$ cat config.mk
export PLATFORM = sky130hd
export DESIGN_NAME = divsqrt_top
export DESIGN_NICKNAME = d
export VERILOG_FILES = /design/src/divsqrt_pkg.sv /design/src/divsqrt_ctrl.sv /design/src/divsqrt_iter.sv /design/src/divsqrt_pipe.sv /design/src/divsqrt_top.sv
export SDC_FILE = /design/constraint.sdc
export NUM_CORES = 1
export LEC_CHECK = 0
export BUFFER_PORTS_ARGS = -buffer_cell sky130_fd_sc_hd__buf_4
export CORE_ASPECT_RATIO = 2
export CORE_MARGIN = 2
export CORE_UTILIZATION = 66
export CTS_BUF_LIST = sky130_fd_sc_hd__clkbuf_2 sky130_fd_sc_hd__clkbuf_4 sky130_fd_sc_hd__clkbuf_8
export DETAILED_ROUTE_END_ITERATION = 7
export PLACE_DENSITY = 0.88
export SLEW_MARGIN = 20
export SYNTH_ARGS = -nofsm -noshare
export SYNTH_HDL_FRONTEND = slang
export SYNTH_SLANG_ARGS = --single-unit
$ cat constraint.sdc
create_clock -name clk_i -period 13.4 [get_ports clk_i]
set_input_delay 0.67 -clock clk_i [delete_from_list [all_inputs] [get_ports clk_i]]
set_output_delay 0.67 -clock clk_i [all_outputs]
set_load 0.01 [all_outputs]
$ cat src/divsqrt_pkg.sv
package divsqrt_pkg;

  // ----------------------------------------------------------------------
  // Operand and result widths
  // ----------------------------------------------------------------------
  // Dividend, divisor and radicand width
  localparam int unsigned DATA_W   = 16;
  // Integer square root of a DATA_W radicand
  localparam int unsigned ROOT_W   = 8;
  // Square-root remainder never exceeds twice the root
  localparam int unsigned SQ_REM_W = 9;

  // ----------------------------------------------------------------------
  // Engine timing
  // ----------------------------------------------------------------------
  // One quotient bit per iteration
  localparam int unsigned DIV_CYCLES  = 16;
  // One root bit per iteration, two radicand bits consumed each time
  localparam int unsigned SQRT_CYCLES = 8;
  // Iteration counter, wide enough for DIV_CYCLES
  localparam int unsigned CNT_W       = 5;

  // Operation select
  typedef enum logic {
    OP_DIV  = 1'b0,
    OP_SQRT = 1'b1
  } divsqrt_op_e;

  // Divide view, quotient in the upper half
  typedef struct packed {
    logic [DATA_W-1:0] quot;
    logic [DATA_W-1:0] rem;
  } divsqrt_div_res_t;

  // Square-root view, zero padded at the top
  typedef struct packed {
    logic [2*DATA_W-ROOT_W-SQ_REM_W-1:0] pad;
    logic [ROOT_W-1:0]                   root;
    logic [SQ_REM_W-1:0]                 rem;
  } divsqrt_sqrt_res_t;

  // Same 32-bit result word, read according to the operation
  typedef union packed {
    divsqrt_div_res_t  div;
    divsqrt_sqrt_res_t sqrt;
  } divsqrt_result_u;

endpackage

$ cat src/divsqrt_ctrl.sv
`timescale 1ns/1ps

module divsqrt_ctrl import divsqrt_pkg::*; #(
  parameter int unsigned TagWidth = 4
) (
  input  logic                clk_i,
  input  logic                rst_n_i,
  input  logic                flush_i,
  input  logic                in_valid_i,
  output logic                issue_ready_o,
  input  divsqrt_op_e         op_i,
  input  logic [TagWidth-1:0] tag_i,
  input  logic                eng_ready_i,
  input  logic                eng_done_i,
  output logic                start_div_o,
  output logic                start_sqrt_o,
  output logic                kill_o,
  output logic                out_valid_o,
  input  logic                out_ready_i,
  output logic [TagWidth-1:0] tag_o,
  output logic                busy_o
);

  // FSM encoding
  localparam logic [1:0] IDLE = 2'd0;
  localparam logic [1:0] BUSY = 2'd1;
  localparam logic [1:0] HOLD = 2'd2;

  logic [1:0]          state_q;
  logic [1:0]          state_d;
  // High in the cycle an operation enters the engine
  logic                op_start;
  // Tag of the operation in the engine
  logic [TagWidth-1:0] tag_q;

  // Starts are gated by the FSM ready and suppressed by flush
  assign op_start     = in_valid_i & issue_ready_o & ~flush_i;
  assign start_div_o  = op_start & (op_i == OP_DIV);
  assign start_sqrt_o = op_start & (op_i == OP_SQRT);
  // Flush aborts the engine loop
  assign kill_o       = flush_i;

  // ----------------------------------------------------------------------
  // Issue and completion FSM
  // ----------------------------------------------------------------------
  always_comb begin
    state_d       = state_q;
    issue_ready_o = 1'b0;
    out_valid_o   = 1'b0;
    busy_o        = 1'b0;
    case (state_q)
      // Waiting for work
      IDLE: begin
        issue_ready_o = eng_ready_i;
        if (in_valid_i && eng_ready_i) begin
          state_d = BUSY;
        end
      end
      // Engine running
      BUSY: begin
        busy_o = 1'b1;
        if (eng_done_i) begin
          // Present the result in the done cycle
          out_valid_o = 1'b1;
          if (out_ready_i) begin
            state_d       = IDLE;
            // Back to back issue
            issue_ready_o = eng_ready_i;
            if (in_valid_i && eng_ready_i) begin
              state_d = BUSY;
            end
          end else begin
            state_d = HOLD;
          end
        end
      end
      // Result waits for downstream
      HOLD: begin
        busy_o      = 1'b1;
        out_valid_o = 1'b1;
        if (out_ready_i) begin
          state_d       = IDLE;
          issue_ready_o = eng_ready_i;
          if (in_valid_i && eng_ready_i) begin
            state_d = BUSY;
          end
        end
      end
      default: state_d = IDLE;
    endcase
    // Flush cancels the result and drops the operation
    if (flush_i) begin
      busy_o      = 1'b0;
      out_valid_o = 1'b0;
      state_d     = IDLE;
    end
  end

  always_ff @(posedge clk_i or negedge rst_n_i) begin
    if (!rst_n_i) begin
      state_q <= IDLE;
    end else begin
      state_q <= state_d;
    end
  end

  // Tag follows the operation through the engine
  always_ff @(posedge clk_i) begin
    if (op_start) begin
      tag_q <= tag_i;
    end
  end

  assign tag_o = tag_q;

endmodule

$ cat src/divsqrt_iter.sv
`timescale 1ns/1ps

module divsqrt_iter import divsqrt_pkg::*; (
  input  logic              clk_i,
  input  logic              rst_n_i,
  input  logic              start_div_i,
  input  logic              start_sqrt_i,
  input  logic              kill_i,
  input  logic [DATA_W-1:0] opa_i,
  input  logic [DATA_W-1:0] opb_i,
  output logic              ready_o,
  output logic              done_o,
  output divsqrt_result_u   result_o,
  output logic              div_zero_o
);

  // ----------------------------------------------------------------------
  // State
  // ----------------------------------------------------------------------
  logic              start;
  logic              busy_q;
  logic              done_q;
  // Iterations still to run after the current one
  logic [CNT_W-1:0]  cnt_q;
  divsqrt_op_e       op_q;
  logic              dz_q;
  // Partial remainder
  logic [DATA_W-1:0] rem_q;
  // Dividend or radicand, shifted out MSB first
  logic [DATA_W-1:0] rad_q;
  // Quotient or root, shifted in LSB first
  logic [DATA_W-1:0] res_q;
  logic [DATA_W-1:0] dvs_q;

  // Operands of this cycle's iteration
  divsqrt_op_e       op_cur;
  logic [DATA_W-1:0] rem_cur;
  logic [DATA_W-1:0] rad_cur;
  logic [DATA_W-1:0] res_cur;
  logic [DATA_W-1:0] dvs_cur;
  logic [DATA_W-1:0] rem_nxt;
  logic [DATA_W-1:0] rad_nxt;
  logic [DATA_W-1:0] res_nxt;

  // Restoring divide step
  logic [DATA_W:0]     div_shift;
  logic [DATA_W:0]     div_diff;
  logic                div_ge;
  // Digit-by-digit square-root step
  logic [SQ_REM_W+1:0] sq_shift;
  logic [SQ_REM_W+1:0] sq_sub;
  logic [SQ_REM_W+1:0] sq_rem;
  logic                sq_ge;

  // A start never collides with a kill from the control, kill wins anyway
  assign start = (start_div_i | start_sqrt_i) & ~kill_i;

  // First iteration runs in the start cycle straight from the operands
  always_comb begin
    if (start) begin
      op_cur  = start_sqrt_i ? OP_SQRT : OP_DIV;
      rem_cur = '0;
      rad_cur = opa_i;
      res_cur = '0;
      dvs_cur = opb_i;
    end else begin
      op_cur  = op_q;
      rem_cur = rem_q;
      rad_cur = rad_q;
      res_cur = res_q;
      dvs_cur = dvs_q;
    end
  end

  // ----------------------------------------------------------------------
  // Iteration datapath
  // ----------------------------------------------------------------------
  // Bring down one dividend bit and try the divisor
  // A zero divisor always fits, giving all ones and rem equal to the dividend
  always_comb begin
    div_shift = {rem_cur, rad_cur[DATA_W-1]};
    div_diff  = div_shift - {1'b0, dvs_cur};
    div_ge    = div_shift >= {1'b0, dvs_cur};
  end

  // Bring down two radicand bits and try 4*root+1
  always_comb begin
    sq_shift = {rem_cur[SQ_REM_W-1:0], rad_cur[DATA_W-1 -: 2]};
    sq_sub   = (SQ_REM_W+2)'({res_cur[ROOT_W-1:0], 2'b01});
    sq_ge    = sq_shift >= sq_sub;
    sq_rem   = sq_ge ? (sq_shift - sq_sub) : sq_shift;
  end

  always_comb begin
    if (op_cur == OP_DIV) begin
      rem_nxt = div_ge ? div_diff[DATA_W-1:0] : div_shift[DATA_W-1:0];
      rad_nxt = rad_cur << 1;
      res_nxt = {res_cur[DATA_W-2:0], div_ge};
    end else begin
      rem_nxt = DATA_W'(sq_rem[SQ_REM_W-1:0]);
      rad_nxt = rad_cur << 2;
      res_nxt = {res_cur[DATA_W-2:0], sq_ge};
    end
  end

  // ----------------------------------------------------------------------
  // Sequencing
  // ----------------------------------------------------------------------
  // Done rises exactly N cycles after the start cycle
  always_ff @(posedge clk_i or negedge rst_n_i) begin
    if (!rst_n_i) begin
      busy_q <= 1'b0;
      done_q <= 1'b0;
      cnt_q  <= '0;
    end else if (kill_i) begin
      busy_q <= 1'b0;
      done_q <= 1'b0;
      cnt_q  <= '0;
    end else if (start) begin
      busy_q <= 1'b1;
      done_q <= 1'b0;
      cnt_q  <= start_sqrt_i ? CNT_W'(SQRT_CYCLES - 1) : CNT_W'(DIV_CYCLES - 1);
    end else if (busy_q) begin
      // Last iteration when one is left
      busy_q <= (cnt_q != CNT_W'(1));
      done_q <= (cnt_q == CNT_W'(1));
      cnt_q  <= cnt_q - CNT_W'(1);
    end else begin
      done_q <= 1'b0;
    end
  end

  // Datapath registers hold the result until the next start
  always_ff @(posedge clk_i) begin
    if (start) begin
      op_q  <= op_cur;
      dvs_q <= opb_i;
      dz_q  <= start_div_i & (opb_i == '0);
    end
    if (start || (busy_q && !kill_i)) begin
      rem_q <= rem_nxt;
      rad_q <= rad_nxt;
      res_q <= res_nxt;
    end
  end

  // Result word, decoded by operation
  always_comb begin
    result_o = '0;
    if (op_q == OP_DIV) begin
      result_o.div.quot = res_q;
      result_o.div.rem  = rem_q;
    end else begin
      result_o.sqrt.root = res_q[ROOT_W-1:0];
      result_o.sqrt.rem  = rem_q[SQ_REM_W-1:0];
    end
  end

  assign ready_o    = ~busy_q;
  assign done_o     = done_q;
  assign div_zero_o = dz_q;

endmodule

$ cat src/divsqrt_pipe.sv
`timescale 1ns/1ps

module divsqrt_pipe #(
  parameter int unsigned Depth     = 1,
  parameter int unsigned DataWidth = 8
) (
  input  logic                 clk_i,
  input  logic                 rst_n_i,
  input  logic                 flush_i,
  input  logic                 in_valid_i,
  output logic                 in_ready_o,
  input  logic [DataWidth-1:0] in_data_i,
  output logic                 out_valid_o,
  input  logic                 out_ready_i,
  output logic [DataWidth-1:0] out_data_o,
  output logic                 busy_o
);

  // Index i holds the item after i register stages
  logic                 stage_valid [0:Depth];
  logic                 stage_ready [0:Depth];
  logic [DataWidth-1:0] stage_data  [0:Depth];
  // Handshake stays closed until the first clock edge after reset
  logic                 run_q;

  always_ff @(posedge clk_i or negedge rst_n_i) begin
    if (!rst_n_i) begin
      run_q <= 1'b0;
    end else begin
      run_q <= 1'b1;
    end
  end

  // Stage 0 is the upstream interface itself
  assign stage_valid[0] = in_valid_i & run_q;
  assign stage_data[0]  = in_data_i;
  assign in_ready_o     = stage_ready[0] & run_q;

  for (genvar i = 0; i < Depth; i++) begin : gen_stage
    logic                 valid_q;
    logic [DataWidth-1:0] data_q;
    logic                 load;
    // Advance when the next stage takes our item or only holds a bubble
    assign stage_ready[i] = stage_ready[i+1] | ~stage_valid[i+1];
    // Capture payload only for a real item
    assign load           = stage_ready[i] & stage_valid[i];

    // Valid bit, flush drops the item
    always_ff @(posedge clk_i or negedge rst_n_i) begin
      if (!rst_n_i) begin
        valid_q <= 1'b0;
      end else if (flush_i) begin
        valid_q <= 1'b0;
      end else if (stage_ready[i]) begin
        valid_q <= stage_valid[i];
      end
    end

    always_ff @(posedge clk_i) begin
      if (load) begin
        data_q <= stage_data[i];
      end
    end

    assign stage_valid[i+1] = valid_q;
    assign stage_data[i+1]  = data_q;
  end

  // Downstream ready enters at the last stage
  assign stage_ready[Depth] = out_ready_i;
  assign out_valid_o        = stage_valid[Depth];
  assign out_data_o         = stage_data[Depth];

  // Any valid item, the upstream one included
  always_comb begin
    busy_o = 1'b0;
    for (int i = 0; i <= int'(Depth); i++) begin
      busy_o = busy_o | stage_valid[i];
    end
  end

endmodule

$ cat src/divsqrt_top.sv
`timescale 1ns/1ps

module divsqrt_top import divsqrt_pkg::*; #(
  parameter int unsigned NumInRegs  = 1,
  parameter int unsigned NumOutRegs = 1,
  parameter int unsigned TagWidth   = 4
) (
  input  logic                clk_i,
  input  logic                rst_n_i,
  input  logic                flush_i,
  input  logic                in_valid_i,
  output logic                in_ready_o,
  input  divsqrt_op_e         op_i,
  input  logic [DATA_W-1:0]   opa_i,
  input  logic [DATA_W-1:0]   opb_i,
  input  logic [TagWidth-1:0] tag_i,
  output logic                out_valid_o,
  input  logic                out_ready_i,
  output divsqrt_result_u     result_o,
  output logic                div_zero_o,
  output logic [TagWidth-1:0] tag_o,
  output logic                busy_o
);

  // Bundle widths, op plus operands plus tag in, result plus flag plus tag out
  localparam int unsigned InDataW  = 1 + 2 * DATA_W + TagWidth;
  localparam int unsigned ResW     = $bits(divsqrt_result_u);
  localparam int unsigned OutDataW = ResW + 1 + TagWidth;

  // ----------------------------------------------------------------------
  // Input pipeline
  // ----------------------------------------------------------------------
  logic [InDataW-1:0]  in_data;
  logic [InDataW-1:0]  iss_data;
  logic                iss_valid;
  logic                iss_ready;
  logic                in_busy;
  divsqrt_op_e         iss_op;
  logic [DATA_W-1:0]   iss_opa;
  logic [DATA_W-1:0]   iss_opb;
  logic [TagWidth-1:0] iss_tag;

  assign in_data = {op_i, opa_i, opb_i, tag_i};

  divsqrt_pipe #(
    .Depth     (NumInRegs),
    .DataWidth (InDataW)
  ) u_in_pipe (
    .clk_i       (clk_i),
    .rst_n_i     (rst_n_i),
    .flush_i     (flush_i),
    .in_valid_i  (in_valid_i),
    .in_ready_o  (in_ready_o),
    .in_data_i   (in_data),
    .out_valid_o (iss_valid),
    .out_ready_i (iss_ready),
    .out_data_o  (iss_data),
    .busy_o      (in_busy)
  );

  // Unpack the issued item
  assign iss_op  = divsqrt_op_e'(iss_data[InDataW-1]);
  assign iss_opa = iss_data[InDataW-2 -: DATA_W];
  assign iss_opb = iss_data[TagWidth +: DATA_W];
  assign iss_tag = iss_data[TagWidth-1:0];

  // ----------------------------------------------------------------------
  // Control and engine
  // ----------------------------------------------------------------------
  logic                start_div;
  logic                start_sqrt;
  logic                kill;
  logic                eng_ready;
  logic                eng_done;
  divsqrt_result_u     eng_result;
  logic                eng_div_zero;
  logic                res_valid;
  logic                res_ready;
  logic [TagWidth-1:0] res_tag;
  logic                ctrl_busy;

  divsqrt_ctrl #(
    .TagWidth (TagWidth)
  ) u_ctrl (
    .clk_i         (clk_i),
    .rst_n_i       (rst_n_i),
    .flush_i       (flush_i),
    .in_valid_i    (iss_valid),
    .issue_ready_o (iss_ready),
    .op_i          (iss_op),
    .tag_i         (iss_tag),
    .eng_ready_i   (eng_ready),
    .eng_done_i    (eng_done),
    .start_div_o   (start_div),
    .start_sqrt_o  (start_sqrt),
    .kill_o        (kill),
    .out_valid_o   (res_valid),
    .out_ready_i   (res_ready),
    .tag_o         (res_tag),
    .busy_o        (ctrl_busy)
  );

  divsqrt_iter u_iter (
    .clk_i        (clk_i),
    .rst_n_i      (rst_n_i),
    .start_div_i  (start_div),
    .start_sqrt_i (start_sqrt),
    .kill_i       (kill),
    .opa_i        (iss_opa),
    .opb_i        (iss_opb),
    .ready_o      (eng_ready),
    .done_o       (eng_done),
    .result_o     (eng_result),
    .div_zero_o   (eng_div_zero)
  );

  // ----------------------------------------------------------------------
  // Output pipeline
  // ----------------------------------------------------------------------
  logic [OutDataW-1:0] res_data;
  logic [OutDataW-1:0] out_data;
  logic                out_busy;

  assign res_data = {eng_result, eng_div_zero, res_tag};

  divsqrt_pipe #(
    .Depth     (NumOutRegs),
    .DataWidth (OutDataW)
  ) u_out_pipe (
    .clk_i       (clk_i),
    .rst_n_i     (rst_n_i),
    .flush_i     (flush_i),
    .in_valid_i  (res_valid),
    .in_ready_o  (res_ready),
    .in_data_i   (res_data),
    .out_valid_o (out_valid_o),
    .out_ready_i (out_ready_i),
    .out_data_o  (out_data),
    .busy_o      (out_busy)
  );

  assign result_o   = out_data[OutDataW-1 -: ResW];
  assign div_zero_o = out_data[TagWidth];
  assign tag_o      = out_data[TagWidth-1:0];

  // Anything in flight anywhere in the unit
  assign busy_o = in_busy | ctrl_busy | out_busy;

endmodule

==> metrics, run 1 <==
Post-Route WL=15100 um; Sequential Power Share=0.414; top cells by area, synth=edfxtp_1 (51%), mux2i_1 (5.9%), ha_1 (5.3%); Synth top area share=0.507; Mapped Avg Cell Area=around 12 um2; FF-to-FF path depth=18; EDFF count, synth=127; status=completed; initial antenna violation count=0; Placed Instances=816; Finished Layout Cells=848; PortBufs=81; CTS tree=yes; leakage=roughly 0.0035 uW; fin crit share=0.397; CTS H-tree depth=4; nets=768; I/O pin count=82; Post-CTS Setup Bufs=0; top cells by count, synth=edfxtp_1 (127), mux2i_1 (44), nand2_1 (42), inv_1 (36), nor2b_1 (34); via count=just over 5000; YS warnings=0; PwrDens=between 150 and 200 nW/um2; first-pass GRT wire length=roughly 24000 um; dpl cell area=slightly above 8000 um2; Worst setup startpoint=u_ctrl.state_q[1]; clock network power share=0.221; RSZ-0062 raised after global routing=no; # DRC=0; vias in the first global route=4959; Logic pwr share=0.365; largest net degree at the start of global routing=between 50 and 60; FP Rows=55; worst vdd rail ir drop=0.000157 V; antenna cells=0; Worst Path Class, Setup=reg2reg; Psw=between 500 and 600 uW; design area=8650 um2; critical path's largest stage delay=0.72 ns; Initial Util=0.670; share of cells above drive strength 1=0.198; Sw Share=0.354; most frequent cell after synthesis=edfxtp_1; DRT iter0 DRCs=294; fillers=722; final hold vios=0; hold_buf cts=0; Hold WC Path Type=in2async; Async SR Flop Fraction=0.0774; GPL Wtd Cong=0.929; Critical Path Slowest Stage Cell=inv_2; DR WL/cell=17.9 um; GRT Util Overall=0.258; main flop type after synthesis=edfxtp_1; Max-cap violations=0; final max-slew violation count=0; Core Region=~11000 um2; Fmax=188 MHz; sequential area share after synthesis=0.590; Worst Clk Skew=~0.012 ns; Synth area leader=edfxtp_1; CP startpoint kind=register; Pint=approximately 980 uW; post-route antenna net violation count=0; clock buffers created by TritonCTS=17; Area growth syn-to-layout=15.0%; worst slew pin tran=1.06 ns; worst path bufs/invs=4; Sum Neg Setup Slack=0 ns; PostCTS Resize Cnt=0; Crit. path cell count=18; Unique masters post-synth=64; final total power=about 1500 uW; Slew Limit Headroom=0.295; clk slew on worst S/H paths=0.09 ns; mapped cell area=7520 um2; CTS Buffer Depth=2; FF-to-FF Start=u_ctrl.state_q[1]; DR pass1 iterations=5; min Tclk post-route=approximately 5.3 ns; post-synthesis register bit count=~160; delay-heaviest family, CP=buffers and inverters; final setup vio count=0; CP Capture Type=register; arrival time at the worst endpoint=around 5.6 ns; Final HPWL DP=10900 um; Clock Latency Late Sink=between 0.4 and 0.5 ns; gr ovfl total=0; Die H=approximately 150 um; clock root cell=clkbuf_8; Via density=5.95; crit path max fanout=50; Syn Nets=roughly 690; Die ar.=12300 um2; CP cell instances=inv_1 > ha_1 > a21o_1 > a31o_1 > nand3_2 > buf_4 > inv_2 > mux2i_1 > ha_1 > nor2b_1 > o31a_1 > o31a_1 > o211a_1 > nor4b_2 > nor2_1 > buf_4 > mux2_1 > mux2i_1; Clock Sinks=155; Die Width=~79 um; cells after synthesis=around 610; Critical Path RT=13.69 ns
worst paths after layout:
path | to | slack (ns)
min in group clk_i | u_in_pipe.out_data_o[28] | 0.38
max in group asynchronous | u_out_pipe.run_q | 13.20
worst min-delay path | u_iter.cnt_q[2] | 0.03
worst max register to register | u_iter.rem_q[0] | 8.08
worst max-delay path | u_iter.rem_q[0] | 8.08
worst min register to register | u_ctrl.tag_o[3] | 0.42
metal layers:
layer / vias to the layer above / share of wire / global-route usage
li1: 2405 / - / -
met1: 2396 / 0.35 / 0.271
met2: 187 / 0.53 / 0.449
met3: 56 / 0.053 / 0.0534
met4: 0 / 0.059 / 0.176
met5: - / 0 / 0
cell usage in the layout (no fill, tap or decap), types with 6 or more instances in the layout:
cell type,n
nand2b_1,9
nor3_1,8
nand4_1,7
a21o_1,8
a211oi_1,15
nor2_1,28
nor2b_1,33
inv_1,36
mux2i_1,44
edfxtp_1,127
o21ai_0,16
ha_1,32
buf_4,86
and2_1,24
nand2_1,42
nand3_1,7
xnor2_1,13
xor2_1,6
clkbuf_8,17
mux2_2,8
dfxtp_1,16
dfrtp_1,12
a21oi_1,29
power groups by stage:
stage / registers [uW] / clock network [uW] / logic, uW
3_5_place_dp: 634 / 0 / 539
5_1_grt: 630 / 358 / 609
6_report: 624 / 333 / 551
3_3_place_gp: 631 / 0 / 515
2_1_floorplan: 625 / 0 / 427
4_1_cts: 623 / 340 / 544
flip-flops by register name, summed over array words and instances (netlist names), 2 cells and up:
register and cells:
u_iter.res_q 16, u_iter.cnt_q 5, u_iter.rem_q 16, u_ctrl.state_q 2
u_iter.rad_q 15, u_iter.dvs_q 16, u_in_pipe.out_data_o 37, u_ctrl.tag_o 4
u_out_pipe.out_data_o 37
worst reg2reg max path: stages, from the launching register on:
cell and delay [ns]:
dfrtp_1 0.43, inv_1 0.10, ha_1 0.22, a21o_1 0.19
a31o_1 0.19, nand3_2 0.08, buf_4 0.29, inv_2 0.74
mux2i_1 0.53, ha_1 0.28, nor2b_1 0.07, o31a_1 0.27
o31a_1 0.30, o211a_1 0.28, nor4b_2 0.34, nor2_1 0.09
buf_4 0.23, mux2_1 0.34, mux2i_1 0.18
cell families after synthesis:
kind of cell             count (synthesis)  share of synthesized area
AND/OR/NAND/NOR                        183                      0.131
flip-flops                             155                      0.590
AO/OA/AOI/OAI                          105                     0.0940
buffers and inverters                   61                     0.0321
multiplexers                            54                     0.0739
adder cells (fa/ha/maj)                 33                     0.0559
XOR/XNOR                                19                     0.0221
other                                    1                   0.000499
layout make-up:
type	count	area (um2)	area share
clock buffer	17	234	0.0271
clock inverter	15	151	0.0175
inverter	38	143	0.0165
multi-input combinational	395	2860	0.331
sequential	155	4430	0.513
tap	142	178	0.0205
timing repair buffer	86	646	0.0747
stage by stage:
stage,util,hold WS [ns],setup slack (ns)
floorplan,-,0.374,9.03
global placement,0.737,0.400,8.38
detailed placement,0.737,0.405,8.20
CTS,0.771,0.0214,8.17
global route,0.771,0.0320,7.79
finish,0.771,0.0346,8.08
Note: power is estimated with default switching activity, not from simulation.
==> run 2: changes to the inputs <==
--- a/config.mk
+++ b/config.mk
@@ -8,10 +8,10 @@
 export BUFFER_PORTS_ARGS = -buffer_cell sky130_fd_sc_hd__buf_4
 export CORE_ASPECT_RATIO = 2
 export CORE_MARGIN = 2
-export CORE_UTILIZATION = 66
+export CORE_UTILIZATION = 55
 export CTS_BUF_LIST = sky130_fd_sc_hd__clkbuf_2 sky130_fd_sc_hd__clkbuf_4 sky130_fd_sc_hd__clkbuf_8
 export DETAILED_ROUTE_END_ITERATION = 7
-export PLACE_DENSITY = 0.88
+export PLACE_DENSITY = 0.78
 export SLEW_MARGIN = 20
 export SYNTH_ARGS = -nofsm -noshare
 export SYNTH_HDL_FRONTEND = slang
==> constraint.sdc (replaced) <==
create_clock -name clk_i -period 4.8 [get_ports clk_i]
set_input_delay 0.24 -clock clk_i [delete_from_list [all_inputs] [get_ports clk_i]]
set_output_delay 0.24 -clock clk_i [all_outputs]
set_load 0.01 [all_outputs]
==> run 2 against run 1 <==
  * Clock skew is 0.0011 ns lower
  * Critical endpoint unchanged
  * Fmax is 19% higher
  * Largest power group unchanged
  * Die area is 19% higher
  * Final cell count is 6.7% higher
  * Critical path type unchanged
  * Combinational power grew to 2.9 times the previous value
  * Sequential power grew to 2.8 times the previous value
  * Global-route usage is 2.1 points lower
  * Design area is 6.0% higher
==> metrics, run 2 (synthesis gave the netlist of run 1 again) <==
GRT Util Overall=0.236; CP cell instances=inv_1 > ha_1 > a21o_1 > a31o_1 > nand3_2 > buf_8 > and2_1 > ha_1 > nor2b_1 > o31a_1 > o31a_1 > o211a_1 > nor4b_2 > nor2_1 > buf_4 > mux2_1 > mux2i_1; nets=812; Sequential Power Share=0.400; R2R setup slack=0.32 ns; Critical Path RT=5.11 ns; CTS Buffer Depth=2; RSZ-0062 raised after global routing=no; Worst Clk Skew=0.0113 ns; vias in the first global route=approximately 5300; Pint=2810 uW; share of cells above drive strength 1=0.195; DR pass1 iterations=5; Area growth syn-to-layout=21.9%; Die Width=86.7 um; final setup vio count=0; Worst Path Class, Setup=reg2reg; Hold WC Path Type=in2reg; Critical Path Slowest Stage Cell=dfrtp_1; Die H=169 um; clock root cell=clkbuf_8; clock network power share=0.236; Logic pwr share=0.364; clk slew on worst S/H paths=0.09 ns; Max-cap violations=0; worst slew pin tran=a little under 1 ns; crit path max fanout=49; Via density=5.70; largest net degree at the start of global routing=50; Hold Crit Start=flush_i; commonest cells after routing, fill and taps aside=edfxtp_1 (127), buf_4 (90), mux2i_1 (44), nand2_1 (42), dlygate4sd3_1 (38); PwrDens=476 nW/um2; clock buffers created by TritonCTS=17; final max-slew violation count=0; initial antenna violation count=0; Placed Instances=834; Finished Layout Cells=905; DR WL/cell=roughly 18 um; min Tclk post-route=4.48 ns; post-route antenna net violation count=0; arrival time at the worst endpoint=4.79 ns; Final HPWL DP=11700 um; final total power=around 4400 uW; CTS H-tree depth=4; Post-Route WL=16500 um; Slew Limit Headroom=0.358; Clock Latency Late Sink=0.46 ns; final core utilization=0.682; FF-to-FF Start=u_ctrl.state_q[1]; I/O pin count=82; GPL Wtd Cong=between 0.8 and 0.9; first-pass GRT wire length=about 26000 um; final hold vios=0; PortBufs=just over 80; Worst setup startpoint=u_ctrl.state_q[1]; via count=5156; CP Capture Type=register; antenna cells=0; Initial Util=0.559; CP startpoint kind=register; # DRC=0; Sum Neg Setup Slack=0 ns; worst vdd rail ir drop=between 0.0003 and 0.0004 V; Sw Share=0.355; FP Rows=60; leakage=0.00371 uW; gr ovfl total=0; Psw=around 1500 uW; commonest non-fill, non-tap cell in the layout=edfxtp_1; Die ar.=~15000 um2; CTS tree=yes; fin crit share=0.932; critical path's largest stage delay=0.42 ns; Core Region=13400 um2; DRT iter0 DRCs=331; status=completed; Clock Sinks=155; Fmax=~220 MHz
==> run 2: changes by cell type in the layout (fill, tap and decap cells not counted) <==
cell / previous run / this run
inv_2: 1 / 0
bufinv_16: 0 / 1
clkinvlp_4: 3 / 2
buf_8: 0 / 1
clkinv_8: 2 / 6
dlygate4sd3_1: 0 / 38
inv_6: 4 / 3
inv_8: 5 / 3
inv_4: 0 / 1
buf_12: 0 / 1
buf_4: 86 / 90
clkinv_2: 1 / 0
==> run 2: power by group through the flow <==
stage	Combinational [uW]	Clock, uW	Sequential (uW)
3_5_place_dp	1530	0	1770
4_1_cts	1570	1040	1740
2_1_floorplan	1190	0	1740
6_report	1590	1030	1740
3_3_place_gp	1500	0	1760
5_1_grt	1770	1100	1760
==> run 2: cell type report <==
type,instances,area [um2]
Timing Repair Buffer,130,1090
Tap cell,155,194
Clock buffer,17,234
Multi-Input combinational cell,395,2860
Sequential cell,155,4430
Clock inverter,15,203
Inverter,38,145
Fill cell,1030,4280
==> run 2: through the flow <==
| stage | cell area [um2] | setup WS, ns | hold slack, ns |
|---|---|---|---|
| after floorplan | 7520 | 0.462 | -0.0556 |
| after global placement | 8320 | 0.415 | 0.0842 |
| after detailed placement | 8320 | 0.311 | 0.0882 |
| after CTS | 9130 | 0.262 | 0.00948 |
| after global routing | 9160 | 0.00270 | 0.00618 |
| final | 9160 | 0.324 | 0.0374 |
==> run 2: per-layer routing <==
layer	vias up	wire length (um)	track usage
met5	-	0	0
met4	0	665	0.120
met3	47	513	0.0486
met2	150	9220	0.436
met1	2463	6080	0.245
li1	2496	-	-
==> run 2: what timing repair did <==
action | 4_1_cts | 5_1_grt
hold buffers | 38 | 0
buffers inserted | 0 | 0
gates resized for setup | 0 | 5
endpoints found under the setup margin | 0 | 13
hold endpoints to repair | 49 | 0
==> run 2: worst paths after layout <==
| path | end | cells past startpoint |
|---|---|---|
| hold reg to reg | u_out_pipe.out_data_o[3] | 0 |
| setup reg to reg | u_iter.rem_q[0] | 17 |
| min in group asynchronous | u_in_pipe.out_valid_o | 2 |
| hold / removal | u_ctrl.state_q[1] | 2 |
| max in group asynchronous | u_iter.cnt_q[1] | 2 |
| setup / recovery | u_iter.rem_q[0] | 17 |
==> run 2: worst max-delay path, delay by kind of cell, from the launching register on <==
family | cells | cell delay [ns]
AOI/OAI and AO/OA | 5 | 1.35
and+or+nand+nor | 5 | 0.97
buffers and inverters | 3 | 0.59
adders and majority gates | 2 | 0.52
muxes | 2 | 0.46
DFF | 1 | 0.42
==> run 3: changes to the inputs <==
--- a/config.mk
+++ b/config.mk
@@ -11,6 +11,7 @@
 export CORE_UTILIZATION = 55
 export CTS_BUF_LIST = sky130_fd_sc_hd__clkbuf_2 sky130_fd_sc_hd__clkbuf_4 sky130_fd_sc_hd__clkbuf_8
 export DETAILED_ROUTE_END_ITERATION = 7
+export MAX_ROUTING_LAYER = met4
 export PLACE_DENSITY = 0.78
 export SLEW_MARGIN = 20
 export SYNTH_ARGS = -nofsm -noshare
==> run 3 against run 2 <==
  * Non-clock buffer count up 1
  * Setup slack lost 0.0016 ns
  * Critical path type unchanged
  * Final cell count is 0.11% higher
  * Highest routed layer unchanged
==> metrics, run 3 (synthesis gave the netlist of run 1 again) <==
status=completed; worst vdd rail ir drop=0.000277 V; Worst Path Class, Setup=reg2reg; CTS H-tree depth=4; Area growth syn-to-layout=21.8%; Fmax=223 MHz; Hold WC Path Type=in2reg; final hold vios=0; Sum Neg Setup Slack=0 ns; GPL Wtd Cong=between 0.9 and 1; FP Rows=60; CP Capture Type=register; gr ovfl total=0; Final HPWL DP=around 12000 um; nets=just over 800; Clock Sinks=155; Max-cap violations=0; post-route antenna net violation count=0; PortBufs=81; crit path max fanout=22; multi-input logic area=approximately 2900 um2; Slew Limit Headroom=0.572; arrival time at the worst endpoint=4.77 ns; worst slew pin tran=0.636 ns; Core Region=around 13000 um2; DR WL/cell=18.1 um; initial antenna violation count=0; Via density=5.76; GRT Util Overall=0.239; share of cells above drive strength 1=0.196; final setup vio count=0; DRT iter0 DRCs=261; # DRC=0; clock root cell=clkbuf_8; Die Width=86.7 um; final total power=4310 uW; min Tclk post-route=4.48 ns; PwrDens=471 nW/um2; Clock Latency Late Sink=between 0.4 and 0.5 ns; vias in the first global route=5410; commonest non-fill, non-tap cell in the layout=edfxtp_1; clock buffers created by TritonCTS=17; CTS Buffer Depth=2; via count=5217; RSZ-0062 raised after global routing=no; Worst Clk Skew=0.0215 ns; I/O pin count=82; Post-Route WL=16400 um; fillers=between 900 and 1000; register cell area after layout=4430 um2; final max-slew violation count=0; Initial Util=0.559; DR pass1 iterations=5; leakage=0.00371 uW; Die H=about 170 um; Die ar.=roughly 15000 um2; Hold WS=0.0382 ns; commonest cells after routing, fill and taps aside=edfxtp_1 (127), buf_4 (90), mux2i_1 (44), nand2_1 (42), dlygate4sd3_1 (38); antenna cells=0; largest net degree at the start of global routing=50; CP startpoint kind=register; fin crit share=0.933; Critical Path RT=5.10 ns; Post-CTS Setup Bufs=0; first-pass GRT wire length=26100 um; CTS tree=yes; clk slew on worst S/H paths=0.10 ns
[run 3: changes by cell type in the layout (fill, tap and decap cells not counted), sizes merged]
cell    before  now
clkinv       7    6
bufinv       1    0
inv         43   45
buf         92   93
[run 3: area by class of cell]
type                    count  share of cell area
clock buffers              17              0.0256
clock inverters            15              0.0187
inverters                  38              0.0159
multi-input cells         395               0.313
flip-flops and latches    155               0.484
well taps                 155              0.0212
repair buffers            131               0.122
[run 3: worst paths after layout]
check,start,to,slack (ns),cells past startpoint
hold / removal,flush_i,u_in_pipe.out_valid_o,0.04,2
min in group asynchronous,rst_n_i,u_out_pipe.out_valid_o,0.15,2
setup / recovery,u_ctrl.state_q[1],u_iter.rem_q[0],0.32,17
hold reg to reg,u_ctrl.tag_o[0],u_out_pipe.out_data_o[0],0.43,0
max in group asynchronous,rst_n_i,u_ctrl.state_q[1],4.48,2
setup reg to reg,u_ctrl.state_q[1],u_iter.rem_q[0],0.32,17
[run 3: timing repair]
action | in CTS | in global routing
hold buffers | 38 | 0
resized for setup | 0 | 2
setup endpoints to repair | 0 | 1
hold endpoints to repair | 49 | 0
[run 3: power breakdown]
part           switching [uW]  internal (uW)  leakage, uW
registers                74.8           1670      0.00146
logic                     908            702      0.00205
clock network             566            396     0.000198
total                    1550           2760      0.00371
[run 3: worst max-delay path: stages, from the launching register on]
cell and delay [ns]:
dfrtp_1 0.43, inv_1 0.11, ha_1 0.22, a21o_1 0.19, a31o_1 0.21, nand3_2 0.14, inv_4 0.29, mux2i_1 0.30
ha_1 0.30, nor2b_1 0.15, o31a_1 0.28, o31a_1 0.29, o211a_1 0.31, nor4b_2 0.33, nor2_1 0.08, buf_4 0.22
mux2_1 0.33, mux2i_1 0.14
[run 3: stage by stage]
stage               cells  utilization  area [um2]  setup WS [ns]
floorplan             611            -        7520          0.462
global placement      834        0.620        8330          0.436
detailed placement    834        0.620        8330          0.245
CTS                   904        0.678        9110          0.190
global route          906        0.681        9160          0.136
finish                906        0.681        9160          0.323
[run 3: per-layer routing]
layer  part of all wire  track usage  vias to the layer above
li1                   -            -                     2499
met1               0.36        0.250                     2512
met2               0.55        0.424                      157
met3              0.039       0.0423                       49
met4              0.048        0.118                        0
met5                  0            -                        -
